$ cat src/logic/link_macros.svh
////////////////////
// Link timing and frame parity defaults
// LINK_HALF_BIT counts clocks, so one bit is twice that
// Both ends of a cable must agree on LINK_PARITY_ODD
////////////////////

`ifndef LINK_MACROS_SVH
`define LINK_MACROS_SVH

// Clocks per half bit
// 8 clocks per bit, 88 per 11-bit frame at the default
`define LINK_HALF_BIT 4

// Frame parity sense
// 0 makes data plus parity even, 1 makes it odd
`define LINK_PARITY_ODD 0

`endif

$ cat src/logic/link_pkg.sv
////////////////////
// Shared widths and the received codeword type
// Codeword bit k holds Hamming position k, and bit 0 is overall parity
////////////////////

package link_pkg;

    localparam int nibble_w = 4;  // Command code width
    localparam int byte_w   = 8;  // Codeword and UART payload width

    // One SECDED codeword read either as a plain byte or by field
    typedef union packed {
        logic [byte_w-1:0] raw;   // Byte as it sits on the wire
        struct packed {
            logic d3;             // Position 7
            logic d2;             // Position 6
            logic d1;             // Position 5
            logic p4;             // Position 4
            logic d0;             // Position 3
            logic p2;             // Position 2
            logic p1;             // Position 1
            logic ovr;            // Overall parity, whole byte even
        } f;
    } codeword_u;

endpackage

$ cat src/logic/link_top.sv
////////////////////
// Serial endpoint for SECDED-coded command nibbles
// No back-pressure, so results must be taken during rx_valid
////////////////////

`timescale 1ns/1ps

`include "link_macros.svh"

module link_top
    import link_pkg::*;
#(
    parameter int HALF_BIT = `LINK_HALF_BIT  // Shared by both directions
) (
    input  logic                clk,
    input  logic                reset,
    input  logic                send,             // One-cycle send request
    input  logic [nibble_w-1:0] send_nibble,      // Command to send
    output logic                busy,             // Frame in flight
    output logic                tx,               // Serial line out
    input  logic                rx,               // Serial line in
    output logic                rx_valid,         // One-cycle result strobe
    output logic [nibble_w-1:0] rx_nibble,
    output logic                rx_corrected,
    output logic                rx_uncorrectable,
    output logic                rx_parity_error
);

    logic [byte_w-1:0] tx_byte;         // Encoded codeword
    logic [byte_w-1:0] rx_byte;         // Raw received byte
    logic              rx_done;         // Receiver strobe
    logic              frame_par_err;   // Receiver parity check

    secded_codec u_codec (
        .clk                (clk),
        .reset              (reset),
        .enc_nibble         (send_nibble),
        .enc_byte           (tx_byte),
        .dec_byte           (rx_byte),
        .dec_strobe         (rx_done),
        .frame_parity_error (frame_par_err),
        .nibble             (rx_nibble),
        .valid              (rx_valid),
        .corrected          (rx_corrected),
        .uncorrectable      (rx_uncorrectable),
        .parity_error       (rx_parity_error)
    );

    uart_tx #(.HALF_BIT(HALF_BIT)) u_tx (
        .clk   (clk),
        .reset (reset),
        .send  (send),
        .data  (tx_byte),
        .busy  (busy),
        .tx    (tx)
    );

    uart_rx #(.HALF_BIT(HALF_BIT)) u_rx (
        .clk          (clk),
        .reset        (reset),
        .rx           (rx),
        .data         (rx_byte),
        .done         (rx_done),
        .parity_error (frame_par_err)
    );

endmodule

$ cat src/logic/secded_codec.sv
////////////////////
// Hamming(7,4) plus overall parity on a command nibble
// Corrects one flipped bit and flags two, more is undetected
// Decode results are registered and valid for one clock
////////////////////

`timescale 1ns/1ps

module secded_codec
    import link_pkg::*;
(
    input  logic                clk,
    input  logic                reset,
    input  logic [nibble_w-1:0] enc_nibble,          // Nibble to send
    output logic [byte_w-1:0]   enc_byte,            // Codeword to transmitter
    input  logic [byte_w-1:0]   dec_byte,            // Byte from receiver
    input  logic                dec_strobe,          // Receiver done
    input  logic                frame_parity_error,  // Valid with dec_strobe
    output logic [nibble_w-1:0] nibble,              // Decoded command
    output logic                valid,               // One clock after dec_strobe
    output logic                corrected,           // Single error fixed
    output logic                uncorrectable,       // Double error seen
    output logic                parity_error         // Frame parity was wrong
);

    codeword_u         enc_cw;     // Outgoing codeword
    codeword_u         rx_cw;      // Received as is
    codeword_u         fix_cw;     // After single-bit correction
    logic [2:0]        syndrome;   // Hamming position of a single error
    logic              odd_ovr;    // Whole byte parity is odd
    logic [byte_w-1:0] flip_mask;  // Bit to invert, or none

    // Encoder
    always_comb begin
        enc_cw.f.d0  = enc_nibble[0];
        enc_cw.f.d1  = enc_nibble[1];
        enc_cw.f.d2  = enc_nibble[2];
        enc_cw.f.d3  = enc_nibble[3];
        enc_cw.f.p1  = enc_nibble[0] ^ enc_nibble[1] ^ enc_nibble[3];  // Covers 3,5,7
        enc_cw.f.p2  = enc_nibble[0] ^ enc_nibble[2] ^ enc_nibble[3];  // Covers 3,6,7
        enc_cw.f.p4  = enc_nibble[1] ^ enc_nibble[2] ^ enc_nibble[3];  // Covers 5,6,7
        enc_cw.f.ovr = enc_cw.f.p1 ^ enc_cw.f.p2 ^ enc_cw.f.p4 ^ (^enc_nibble);
    end

    assign enc_byte = enc_cw.raw;

    // Decoder
    assign rx_cw.raw   = dec_byte;
    assign syndrome[0] = rx_cw.f.p1 ^ rx_cw.f.d0 ^ rx_cw.f.d1 ^ rx_cw.f.d3;
    assign syndrome[1] = rx_cw.f.p2 ^ rx_cw.f.d0 ^ rx_cw.f.d2 ^ rx_cw.f.d3;
    assign syndrome[2] = rx_cw.f.p4 ^ rx_cw.f.d1 ^ rx_cw.f.d2 ^ rx_cw.f.d3;
    assign odd_ovr     = ^rx_cw.raw;

    // Byte bit k is position k, so the syndrome indexes the byte directly
    assign flip_mask  = ((syndrome != 3'd0) && odd_ovr) ? (byte_w'(1) << syndrome) : '0;
    assign fix_cw.raw = rx_cw.raw ^ flip_mask;

    always_ff @(posedge clk) begin
        if (reset) begin
            valid <= 1'b0;
        end else begin
            valid <= dec_strobe;
        end
    end

    always_ff @(posedge clk) begin
        if (dec_strobe) begin
            nibble        <= {fix_cw.f.d3, fix_cw.f.d2, fix_cw.f.d1, fix_cw.f.d0};
            corrected     <= odd_ovr;                            // Includes flipped ovr bit
            uncorrectable <= (syndrome != 3'd0) && !odd_ovr;     // Data passed as received
            parity_error  <= frame_parity_error;
        end
    end

endmodule

$ cat src/logic/uart_rx.sv
////////////////////
// Samples each bit at its middle after a half-bit start wait
// The stop bit is not checked, so no framing errors
// parity_error is valid only while done is high
////////////////////

`timescale 1ns/1ps

`include "link_macros.svh"

module uart_rx
    import link_pkg::*;
#(
    parameter int HALF_BIT = `LINK_HALF_BIT  // Clocks per half bit
) (
    input  logic              clk,
    input  logic              reset,
    input  logic              rx,            // Serial line in
    output logic [byte_w-1:0] data,          // Last received byte
    output logic              done,          // One-cycle pulse at mid stop
    output logic              parity_error   // Gated by done
);

    // Receive FSM state codes
    localparam logic [1:0] s_init    = 2'b01;
    localparam logic [1:0] s_idle    = 2'b00;
    localparam logic [1:0] s_start   = 2'b11;
    localparam logic [1:0] s_receive = 2'b10;

    localparam int cnt_w = $clog2(2 * HALF_BIT);
    localparam logic [cnt_w-1:0] half_last = cnt_w'(HALF_BIT - 1);      // Mid start reached
    localparam logic [cnt_w-1:0] bit_last  = cnt_w'(2 * HALF_BIT - 1);  // Next bit middle
    localparam logic [3:0]       stop_idx  = 4'd9;                      // Tenth sample

    logic [1:0]       state;
    logic [cnt_w-1:0] clk_cnt;    // Clocks since last sample point
    logic [3:0]       bit_idx;    // Sample points taken in this frame
    logic [8:0]       shift_reg;  // Parity in bit 8, data below

    // Data plus parity against the configured sense
    assign parity_error = done & ((^{shift_reg[8], data}) ^ 1'(`LINK_PARITY_ODD));

    always_ff @(posedge clk) begin
        if (reset) begin
            state <= s_init;
            done  <= 1'b0;
        end else begin
            done <= 1'b0;                            // Pulse by default off
            case (state)
                s_init: begin
                    clk_cnt   <= '0;
                    bit_idx   <= '0;
                    shift_reg <= '0;
                    state     <= s_idle;             // One cycle before watching rx
                end
                s_idle: begin
                    if (!rx) begin                   // First low sample
                        clk_cnt <= '0;
                        bit_idx <= '0;
                        state   <= s_start;
                    end
                end
                s_start: begin
                    if (clk_cnt == half_last) begin
                        clk_cnt <= '0;               // Now at mid start bit
                        state   <= s_receive;
                    end else begin
                        clk_cnt <= clk_cnt + 1'b1;
                    end
                end
                s_receive: begin
                    if (clk_cnt == bit_last) begin
                        clk_cnt <= '0;
                        bit_idx <= bit_idx + 4'd1;
                        if (bit_idx == stop_idx) begin
                            data  <= shift_reg[7:0]; // Mid stop bit
                            done  <= 1'b1;
                            state <= s_idle;
                        end else begin
                            shift_reg <= {rx, shift_reg[8:1]};  // LSB first
                        end
                    end else begin
                        clk_cnt <= clk_cnt + 1'b1;
                    end
                end
                default: state <= s_init;
            endcase
        end
    end

endmodule

$ cat src/logic/uart_tx.sv
////////////////////
// 11-bit frame of start, 8 data LSB first, parity, stop
// A send while busy is dropped, and there is no queue
////////////////////

`timescale 1ns/1ps

`include "link_macros.svh"

module uart_tx
    import link_pkg::*;
#(
    parameter int HALF_BIT = `LINK_HALF_BIT  // Clocks per half bit
) (
    input  logic              clk,
    input  logic              reset,
    input  logic              send,          // One-cycle request
    input  logic [byte_w-1:0] data,          // Byte to frame
    output logic              busy,          // High for the whole frame
    output logic              tx             // Serial line, idles high
);

    localparam int cnt_w = $clog2(2 * HALF_BIT);
    localparam logic [cnt_w-1:0] bit_last = cnt_w'(2 * HALF_BIT - 1);  // Last clock of a bit
    localparam logic [3:0] last_bit = 4'd10;                          // Stop bit index

    logic [cnt_w-1:0] clk_cnt;   // Clocks into current bit
    logic [3:0]       bit_cnt;   // Bit being driven, 0 is start
    logic [10:0]      frame_q;   // Bit 0 is on the line now
    logic             par_bit;   // Parity for the latched byte
    logic             start;     // Accepted send
    logic             bit_end;   // Current bit finishes this clock

    assign par_bit = (^data) ^ 1'(`LINK_PARITY_ODD);  // Even or odd per macro
    assign start   = send & ~busy;                    // Ignored while busy
    assign bit_end = busy & (clk_cnt == bit_last);

    // Frame shifter, bit 1 moves onto the line at each bit boundary
    always_ff @(posedge clk) begin
        if (start) begin
            frame_q <= {1'b1, par_bit, data, 1'b0};  // Stop, parity, data, start
        end else if (bit_end) begin
            frame_q <= {1'b1, frame_q[10:1]};        // Fill with idle level
        end
    end

    always_ff @(posedge clk) begin
        if (reset) begin
            busy    <= 1'b0;
            tx      <= 1'b1;                         // Line idle
            clk_cnt <= '0;
            bit_cnt <= '0;
        end else if (start) begin
            busy    <= 1'b1;
            tx      <= 1'b0;                         // Start bit at this edge
            clk_cnt <= '0;
            bit_cnt <= '0;
        end else if (bit_end) begin
            clk_cnt <= '0;
            if (bit_cnt == last_bit) begin
                busy <= 1'b0;                        // Stop bit done
                tx   <= 1'b1;
            end else begin
                bit_cnt <= bit_cnt + 4'd1;
                tx      <= frame_q[1];               // Next bit out
            end
        end else if (busy) begin
            clk_cnt <= clk_cnt + 1'b1;
        end
    end

endmodule

$ cat config.mk
export PLATFORM = sky130hd
export DESIGN_NAME = link_top
export DESIGN_NICKNAME = d
export VERILOG_FILES = /design/src/logic/link_pkg.sv /design/src/logic/link_top.sv /design/src/logic/secded_codec.sv /design/src/logic/uart_rx.sv /design/src/logic/uart_tx.sv
export VERILOG_INCLUDE_DIRS = /design/src /design/src/logic
export SDC_FILE = /design/constraint.sdc
export NUM_CORES = 1
export LEC_CHECK = 0
export ABC_CLOCK_PERIOD_IN_PS = 1800
export BUFFER_PORTS_ARGS = -buffer_cell sky130_fd_sc_hd__buf_4
export CAP_MARGIN = 20
export CORE_UTILIZATION = 54
export DETAILED_ROUTE_END_ITERATION = 8
export HOLD_SLACK_MARGIN = 0.02
export PLACE_DENSITY = 0.77
export SYNTH_ARGS = -nofsm -noshare
export SYNTH_HDL_FRONTEND = slang
export SYNTH_SLANG_ARGS = --single-unit
$ cat constraint.sdc
create_clock -name clk -period 1.8 [get_ports clk]
set_input_delay 0.27 -clock clk [delete_from_list [all_inputs] [get_ports clk]]
set_output_delay 0.27 -clock clk [all_outputs]
set_load 0.01 [all_outputs]
Word level (Yosys, flattened, before mapping)
Cells that the tools add are included.
{ "classes": {"bitwise_logic": 27, "add_sub_neg": 4, "shifts": 1, "mux": 25, "n_eq_ne": 13, "n_reduce_logical": 23} }
{ "op_table": {"columns": ["cell", "n"], "rows": [
  ["two-way mux 10 bit", 2],
  ["two-way mux 9 bit", 2],
  ["case mux 9 bit (2 select lines)", 1],
  ["bitwise XOR 1 bit", 18],
  ["AND reduction 4 bit", 4],
  ["parity 8 bit", 2],
  ["case mux 3 bit (4 select lines)", 1],
  ["case mux 4 bit (3 select lines)", 1],
  ["two-way mux 3 bit", 3],
  ["parity 9 bit", 1],
  ["adder 4 x 1 -> 4 bit, second input constant", 2],
  ["equality test 4 bit, second input constant", 2],
  ["two-way mux 2 bit", 4],
  ["two-way mux 4 bit", 2],
  ["two-way mux 8 bit", 1],
  ["case mux 2 bit (4 select lines)", 1],
  ["left shift 1 x 3 -> 8 bit, first input constant", 1],
  ["bitwise XOR 8 bit", 1],
  ["two-way mux 1 bit", 7],
  ["adder 3 x 1 -> 3 bit, second input constant", 2],
  ["equality test 3 bit, second input constant", 2],
  ["inequality test 2 x 1 -> 1 bit, second input constant", 3],
  ["AND reduction 2 bit", 3],
  ["nonzero test 2 bit", 3],
  ["13 further kinds", 24]
]} }
{ "totals": {"reg_bits": 54, "input_bits": 8, "elab_cells": 110, "output_inout_bits": 10} }

Longest topological paths before layout
Gate-level depths: netlist of the first run.
{ "depth": {"depth_word": 7, "ltp_mapped": 7, "mapped_depth_nobuf": 7} }

By module
From an unflattened synthesis of the first run, not the netlist that was laid out.
{ "hier_totals": {"hier_cells": 231, "area_unflattened_um2": 2783.9} }
{ "by_module_without_submodules": {"columns": ["module", "cells_each", "seq_area_each_um2", "n_inst", "area_each_um2"], "rows": [
  ["uart_rx", 95, 780.7, 1, 1307.5],
  ["uart_tx", 91, 450.4, 1, 895.9],
  ["secded_codec", 45, 230.2, 1, 580.6]
]} }

Worst setup path after synthesis of the first run
Ideal clock, no wire load.
{ "synth_timing": {"path_type": "flip-flop to flip-flop", "from": "register u_rx.state[0]", "to": "register u_rx.data[0] (enable)", "stages_incl_launch_ff": 6, "n_path_buf": 1, "setup_time_ns": 0.383, "period_less_slack_ns": 1.924, "required_time_ns": 1.417, "slack_ns": -0.124, "t_arrival_ns": 1.541, "cell_sequence": "dfxtp_1 > inv_1 > ha_1 > clkbuf_1 > nand2_1 > nor3_1"} }
{ "synth_via": {"elab_chain_len": 2} }
{ "synth_rtl": {"columns": ["item", "line", "rtl"], "rows": [
  ["from (decl)", "uart_rx.sv:35", "logic [1:0] state;"],
  ["from (signal assigned)", "uart_rx.sv:45", "state <= s_init;"],
  ["from (signal assigned)", "uart_rx.sv:54", "state <= s_idle;"],
  ["from (signal assigned)", "uart_rx.sv:60", "state <= s_start;"],
  ["equality test 2 bit", "uart_rx.sv:49", "case (state)"],
  ["AND reduction 4 bit (no source line)", null, null],
  ["to (signal assigned)", "uart_rx.sv:76", "data <= shift_reg[7:0];"],
  ["to (decl)", "uart_rx.sv:19", "output logic [byte_w-1:0] data,"]
]} }
Every way passes these cells.
A chain may end at the register's enable or synchronous reset.

==> results of run 1 <==
[path summary, 6_finish.rpt]
| check | to | start | depth (start not counted) | slack [ps] |
|---|---|---|---|---|
| max reg2reg | u_codec.nibble[1]$_DFFE_PP_ | u_rx.data[2]$_DFFE_PP_ | 4 | 40 |
| max | u_codec.nibble[1]$_DFFE_PP_ | u_rx.data[2]$_DFFE_PP_ | 4 | 40 |
| min | u_tx.busy$_SDFFE_PP0P_ | send | 3 | 210 |
| min reg2reg | u_rx.data[0]$_DFFE_PP_ | u_rx.shift_reg[0]$_SDFFCE_PN0P_ | 0 | 430 |
[stage by stage]
stage          util (%)  setup WS [ps]  instance area (um2)  setup TNS (ps)  std cells
6_report           67.5           43.3                 3000               0        297
5_1_grt            67.5          -17.1                 3000           -28.5        297
4_1_cts            64.9           3.33                 2890               0        288
3_5_place_dp       62.8           26.4                 2790               0        280
3_3_place_gp       62.8           70.4                 2790               0        280
2_1_floorplan         -           31.8                 2570               0        210
[what timing repair did]
item                       in CTS  in global routing
gates resized for setup         0                  8
setup endpoints to repair       0                 24
setup buffers                   0                  9
hold endpoints to repair        0                  0
[cells by family after synthesis]
group	after synthesis	share of synthesized area (%)
simple gates	67	13.5
xor+xnor	27	10.4
fa+ha+maj	15	7.33
flops	53	57.1
mux	2	0.782
compound gates	28	8.06
buf+inv	18	2.83
[where the power goes]
group | internal (W) | switching [W]
clock network | 0.000281 | 0.000395
registers | 0.00150 | 0.0000793
logic | 0.000242 | 0.000267
total | 0.00202 | 0.000742
[metal layers]
| metal | part of all wire [%] | GRT usage (%) |
|---|---|---|
| met5 | 0 | 0 |
| met4 | 1.1 | 6.00 |
| met3 | 2.4 | 4.27 |
| met2 | 50 | 29.2 |
| met1 | 46 | 21.4 |
[layout by cell type, fill, tap and decap left out, types with 2 or more instances in the layout]
| cell | instances |
|---|---|
| buf_4 | 35 |
| a22o_1 | 8 |
| inv_1 | 9 |
| clkbuf_8 | 5 |
| and2_1 | 9 |
| or3_1 | 2 |
| mux2i_1 | 2 |
| xnor2_2 | 4 |
| nand3b_1 | 4 |
| xor2_2 | 4 |
| o21ai_0 | 2 |
| a211oi_1 | 5 |
| xor2_1 | 5 |
| nand3_1 | 8 |
| edfxtp_1 | 40 |
| ha_1 | 14 |
| nand2b_1 | 3 |
| dfxtp_1 | 13 |
| a21oi_1 | 6 |
| nor2_1 | 18 |
| nand2_1 | 7 |
| nor3_1 | 5 |
| xnor2_1 | 14 |
| nor2b_1 | 4 |
[worst max-delay path: stages (launching register included)]
cell and delay [ps]:
edfxtp_1 510, xor2_2 260, or3_1 330, a211o_1 300, o211a_1 110
[layout make-up]
class                      count  area [um2]
timing repair buffer          35         263
clock inverter                 3        25.0
multi-input combinational    139        1080
clock buffer                   5        68.8
fill                         356        1440
inverter                      10        37.5
tap                           52        65.1
sequential                    53        1460
==> qor.txt, run 1 <==
Final setup vio count -> 0
HPWL after detailed placement -> 2.82 mm
Initial Utilization -> 57.6%
Top cells by area, synth -> edfxtp_1 (47%), dfxtp_1 (10%), ha_1 (7.3%), xnor2_1 (5.5%), a22o_1 (2.7%)
CTS Root Cell -> clkbuf_8
Share of synthesized registers carrying an async set or reset -> 0%
Antenna-violating nets left -> 0
Distinct cell type count after synthesis -> 37
CTS buffer count -> 5
Worst slack on hold paths -> 214 ps
Req. time, crit path -> 1860 ps
Boundary pin count -> 18
Pwr/cell area -> 921 nW/um2
Max H-tree Level -> 2
Arr. time, crit path -> 1810 ps
Hold Buf Count CTS -> 0
Post-Syn Area -> 2560 um2
Net count of the mapped netlist -> 233
Startpoint-to-endpoint class of the critical path -> register to register
First-pass iteration count of the detailed router -> 6
Die Footprint -> 5020 um2
Prevailing post-synth register cell -> edfxtp_1
Outcome -> finished clean
Minimum clock period -> 1760 ps
Worst Setup End Kind -> register
Nets@finish -> 267
Number of warnings issued by yosys -> 0
Average vias per placed instance -> 5.30
Count of clock tree sinks -> 53
Final GP Congestion -> 0.772
Unrepaired setup endpoints after global routing -> yes
Synthesis-stage register bit count -> 53
Peak VDD IR -> 0.808 mV
Drt first-iter violations -> 69
Largest net degree at the start of global routing -> 19
Die W -> 70.9 um
Total power consumption of the routed design -> 0.00276 W
Core area -> 4440 um2
Chip Height -> 70.9 um
Layout overhead on the synthesized area -> 17.1%
Post-synth top area cell -> edfxtp_1
Clock latency reported for the late side of the worst-skew pair -> 300 ps
Maximum number of buffers from clock root to sink -> 2
Overflow after GRT -> 0
Tcrit/Tclk final -> 97.6%
Via count of the first global-routing pass -> 1546
Number of enable-type register cells in the synthesized netlist -> 40
Share of post-route cells with drive strength above 1 -> 22.9%
Pin slew with the least headroom to its limit -> 393 ps
Clock-pin transition on the worst setup and hold timing paths -> 100 ps
Syn Inst Count -> 210
Avg Cell Area, Syn -> 12.2 um2
Part of the Yosys area used for sequential elements -> 57.1%
Vias -> 1573
Total global-route track usage -> 17.2%
# diodes -> 0
Top cells by instance count after synthesis -> edfxtp_1 (40), nor2_1 (18), xnor2_1 (16)
Wire length of the first global-routing pass -> 6.69 mm
Standby leakage power -> 1.16 nW
Final wirelength -> 3.97 mm
Top fanout value on the critical path -> 7
Worst max-slew margin expressed relative to the limit -> 73.7%
Final worst clock skew -> 9.12 ps
Hold Crit Class -> input pin to register
Floorplan row count -> 24
Number of antenna violations at the first check in global routing -> 0
Kind of start point of the critical path -> register
Timing-limited maximum frequency -> 569 MHz
Clock tree from TritonCTS -> done
Post-route DRC violation count -> 0
Routed length per placed instance -> 13.4 um
Max-cap viol count -> 0
Final Hold Vio Count -> 0
Number of port buffers -> 17
Synth top area share -> 46.9%
Max Transition Viols Final -> 0
Most frequent cell after synthesis -> edfxtp_1
(Power assumes the default switching activity.)
==> run 2: changes to the inputs <==
--- a/config.mk
+++ b/config.mk
@@ -6,6 +6,7 @@
 export SDC_FILE = /design/constraint.sdc
 export NUM_CORES = 1
 export LEC_CHECK = 0
+export ABC_AREA = 1
 export ABC_CLOCK_PERIOD_IN_PS = 1800
 export BUFFER_PORTS_ARGS = -buffer_cell sky130_fd_sc_hd__buf_4
 export CAP_MARGIN = 20
@@ -16,3 +17,4 @@
 export SYNTH_ARGS = -nofsm -noshare
 export SYNTH_HDL_FRONTEND = slang
 export SYNTH_SLANG_ARGS = --single-unit
+export TNS_END_PERCENT = 1
==> run 2 against run 1 <==
Final cell count increased by 34%; first-iteration DRC count up 46%; design area grew 3.6%; register-to-register slack improved by 90 ps; routed wire length is 7.3% higher; sequential power about the same; fmax is 5.6% higher; critical endpoint is now u_rx.state[1]$_SDFFE_PP0P_; largest cell class unchanged.
==> qor.txt, run 2 <==
Outcome -> finished clean (unchanged)
CTS Root Cell -> clkbuf_8 (unchanged)
Met3 layer wire length in the routed design -> 110 um (was 97 um)
Die Footprint -> 5310 um2 (was 5020 um2)
Unrepaired setup endpoints after global routing -> no (was yes)
Most frequent cell after synthesis -> nand2_1 (was edfxtp_1)
Worst R2R Setup Slack -> 140 ps (was 40 ps)
Final setup vio count -> 0 (unchanged)
Post-route DRC violation count -> 0 (unchanged)
Part of the Yosys area used for sequential elements -> 53.9% (was 57.1%)
Hold Buf Count CTS -> 0 (unchanged)
Arr. time, crit path -> 1890 ps (was 1810 ps)
Routed length per placed instance -> 10.7 um (was 13.4 um)
HPWL after detailed placement -> 3.37 mm (was 2.82 mm)
Drt first-iter violations -> 101 (was 69)
Number of enable-type register cells in the synthesized netlist -> 40 (unchanged)
Nets@finish -> 354 (was 267)
Worst Setup End Kind -> register (unchanged)
Path depth of the worst reg2reg path -> 8 (was 4)
Distinct cell type count after synthesis -> 28 (was 37)
CTS buffer count -> 5 (unchanged)
Floorplan row count -> 25 (was 24)
Cell Chain, Critical Path -> ha_1, buf_4, ha_1, o21ai_0, inv_1, nand3_1, o21ai_0, a21oi_1 (was xor2_2, or3_1, a211o_1, o211a_1)
Clock latency reported for the late side of the worst-skew pair -> 300 ps (about the same)
Number of cells on the worst hold path -> 2 (was 3)
Cell Area, Placed -> 3020 um2 (was 2790 um2)
Standby leakage power -> 1.45 nW (was 1.16 nW)
Initial Utilization -> 56.6% (was 57.6%)
First-pass iteration count of the detailed router -> 4 (was 6)
Top cells by area, synth -> edfxtp_1 (44%), nand2_1 (12%), dfxtp_1 (9.6%), ha_1 (6.9%), inv_1 (6.0%) (was edfxtp_1 (47%), dfxtp_1 (10%), ha_1 (7.3%), xnor2_1 (5.5%), a22o_1 (2.7%))
Top fanout value on the critical path -> 4 (was 7)
Worst slack on hold paths -> 190 ps (was 214 ps)
Count of placed standard cells including taps -> 391 (was 280)
CP max-delay cell -> edfxtp_1 (unchanged)
Max Transition Viols Final -> 0 (unchanged)
Kind of start point of the critical path -> register (unchanged)
Beginning of the worst register-to-register path -> u_rx.clk_cnt[0]$_DFFE_PP_ (was u_rx.data[2]$_DFFE_PP_)
Minimum clock period -> 1660 ps (was 1760 ps)
Number of buffers inserted to repair setup after CTS -> 0 (unchanged)
Net count of the mapped netlist -> 319 (was 233)
Number of warnings issued by yosys -> 0 (unchanged)
Hold Crit Class -> input pin to register (unchanged)
Syn Inst Count -> 296 (was 210)
Reg-to-reg endpoint -> u_rx.state[1]$_SDFFE_PP0P_ (was u_codec.nibble[1]$_DFFE_PP_)
Stage delay of the slowest cell on the critical path -> 400 ps (was 510 ps)
Worst max-slew margin expressed relative to the limit -> 69.3% (was 73.7%)
Number of port buffers -> 17 (unchanged)
Final Hold Vio Count -> 0 (unchanged)
Max-cap viol count -> 0 (unchanged)
Util after Layout -> 64.9% (was 67.5%)
Setup tns final -> 0 ps (unchanged)
Top cells by instance count after synthesis -> nand2_1 (90), inv_1 (43), edfxtp_1 (40) (was edfxtp_1 (40), nor2_1 (18), xnor2_1 (16))
Boundary pin count -> 18 (unchanged)
Hold path endpoint -> u_codec.valid$_SDFF_PP0_ (was u_tx.busy$_SDFFE_PP0P_)
Leading cell types in the layout, fill and taps excluded -> nand2_1 (90), inv_1 (43), edfxtp_1 (40) (was edfxtp_1 (40), buf_4 (35), nor2_1 (18))
Maximum number of buffers from clock root to sink -> 2 (unchanged)
Synthesis-stage register bit count -> 53 (unchanged)
Final GP Congestion -> 0.815 (was 0.772)
Die W -> 72.8 um (was 70.9 um)
Vias -> 1879 (was 1573)
Peak VDD IR -> 0.571 mV (was 0.808 mV)
Layout overhead on the synthesized area -> 14.7% (was 17.1%)
Pin slew with the least headroom to its limit -> 461 ps (was 393 ps)
Share of post-route cells with drive strength above 1 -> 18.1% (was 22.9%)
Average vias per placed instance -> 4.71 (was 5.30)
Startpoint-to-endpoint class of the critical path -> register to register (unchanged)
Synth top area share -> 44.3% (was 46.9%)
Overflow after GRT -> 0 (unchanged)
Req. time, crit path -> 2020 ps (was 1860 ps)
Clock tree from TritonCTS -> done (unchanged)
Layout Cells excl Fill -> 399 (was 297)
Tcrit/Tclk final -> 92.4% (was 97.6%)
Chip Height -> 72.8 um (was 70.9 um)
Core area -> 4790 um2 (was 4440 um2)
Prevailing post-synth register cell -> edfxtp_1 (unchanged)
Max layer used -> met4 (unchanged)
Count of clock tree sinks -> 53 (unchanged)
Number of antenna violations at the first check in global routing -> 0 (unchanged)
Final worst clock skew -> 12.4 ps (was 9.12 ps)
# diodes -> 0 (unchanged)
Avg Cell Area, Syn -> 9.16 um2 (was 12.2 um2)
Fill cell total of the finished layout -> 411 (was 356)
Pwr/cell area -> 885 nW/um2 (was 921 nW/um2)
Total global-route track usage -> 18.1% (was 17.2%)
Startpoint of the worst hold path -> reset (was send)
Wire length of the first global-routing pass -> 7.26 mm (was 6.69 mm)
Max H-tree Level -> 2 (unchanged)
Via count of the first global-routing pass -> 1697 (was 1546)
Post-synth top area cell -> edfxtp_1 (unchanged)
Largest net degree at the start of global routing -> 16 (was 19)
Clock-pin transition on the worst setup and hold timing paths -> 90 ps (was 100 ps)
Final wirelength -> 4.26 mm (was 3.97 mm)
Met1 WL -> 2.04 mm (was 1.85 mm)
Post-route design area -> 3110 um2 (was 3000 um2)
Met2 routed WL -> 2.08 mm (was 1.98 mm)
Post-Syn Area -> 2710 um2 (was 2560 um2)
Share of synthesized registers carrying an async set or reset -> 0% (unchanged)
Antenna-violating nets left -> 0 (unchanged)
Most common library cell in the layout ignoring fill and taps -> nand2_1 (was edfxtp_1)
Timing-limited maximum frequency -> 601 MHz (was 569 MHz)
-- run 2: stage by stage --
step                setup slack, ps  total power, W
floorplan                      33.4         0.00193
finish                          136         0.00275
global route                   15.3         0.00292
detailed placement            -16.9         0.00216
CTS                            33.5         0.00278
global placement               28.0         0.00212
-- run 2: per-layer routing --
layer	vias up	GRT usage, %
li1	1008	-
met1	848	22.9
met2	19	30.6
met3	4	4.56
met4	0	5.88
met5	-	0
-- run 2: cells by family (layout without fill, tap and decap cells) --
group                    Yosys count  in the layout  synth area share (%)
AND/OR/NAND/NOR                  140            140                  22.3
adder cells (fa/ha/maj)           15             15                  6.93
XOR/XNOR                          14             14                  4.52
flip-flops                        53             53                  53.9
AO/OA/AOI/OAI                     22             22                  4.80
buffers and inverters             52             88                  7.52
-- run 2: how the worst max path moves through the flow --
stage	startpoint	end	slack, ps
floorplan	u_rx.state[0]$_SDFFE_PP1P_	u_rx.shift_reg[0]$_SDFFCE_PN0P_	30
CTS	u_rx.clk_cnt[0]$_DFFE_PP_	u_rx.bit_idx[3]$_SDFFCE_PN0P_	30
detailed placement	u_rx.clk_cnt[0]$_DFFE_PP_	u_rx.shift_reg[0]$_SDFFCE_PN0P_	-20
global placement	u_rx.clk_cnt[0]$_DFFE_PP_	u_rx.shift_reg[0]$_SDFFCE_PN0P_	30
finish	u_rx.clk_cnt[0]$_DFFE_PP_	u_rx.state[1]$_SDFFE_PP0P_	140
global route	u_rx.clk_cnt[0]$_DFFE_PP_	u_rx.state[1]$_SDFFE_PP0P_	20
-- run 2: area by class of cell --
type,count,area (um2),area share [%]
clock buffer,6,72.6,2.33
clock inverter,2,10.0,0.322
inverter,48,180,5.80
multi-input combinational,191,1060,34.1
sequential,53,1460,47.0
tap,67,83.8,2.70
timing repair buffer,32,240,7.73
-- run 2: worst max-delay path, delay by kind of cell, from the launching register on --
| kind | cells | cell delay, ps |
|---|---|---|
| flops | 1 | 400 |
| simple gates | 1 | 140 |
| fa+ha+maj | 2 | 400 |
| buf+inv | 2 | 250 |
| compound gates | 3 | 410 |
-- run 2: report_power, final --
part / total (W) / internal, W / switching, W
sequential: 0.00158 / 0.00151 / 0.0000672
combinational: 0.000558 / 0.000229 / 0.000328
clock: 0.000615 / 0.000270 / 0.000345
total: 0.00275 / 0.00201 / 0.000740
-- run 2: what timing repair did --
item,4_1_cts,5_1_grt
gates resized for setup,1,1
setup endpoints to repair,9,4
pin swaps,0,0
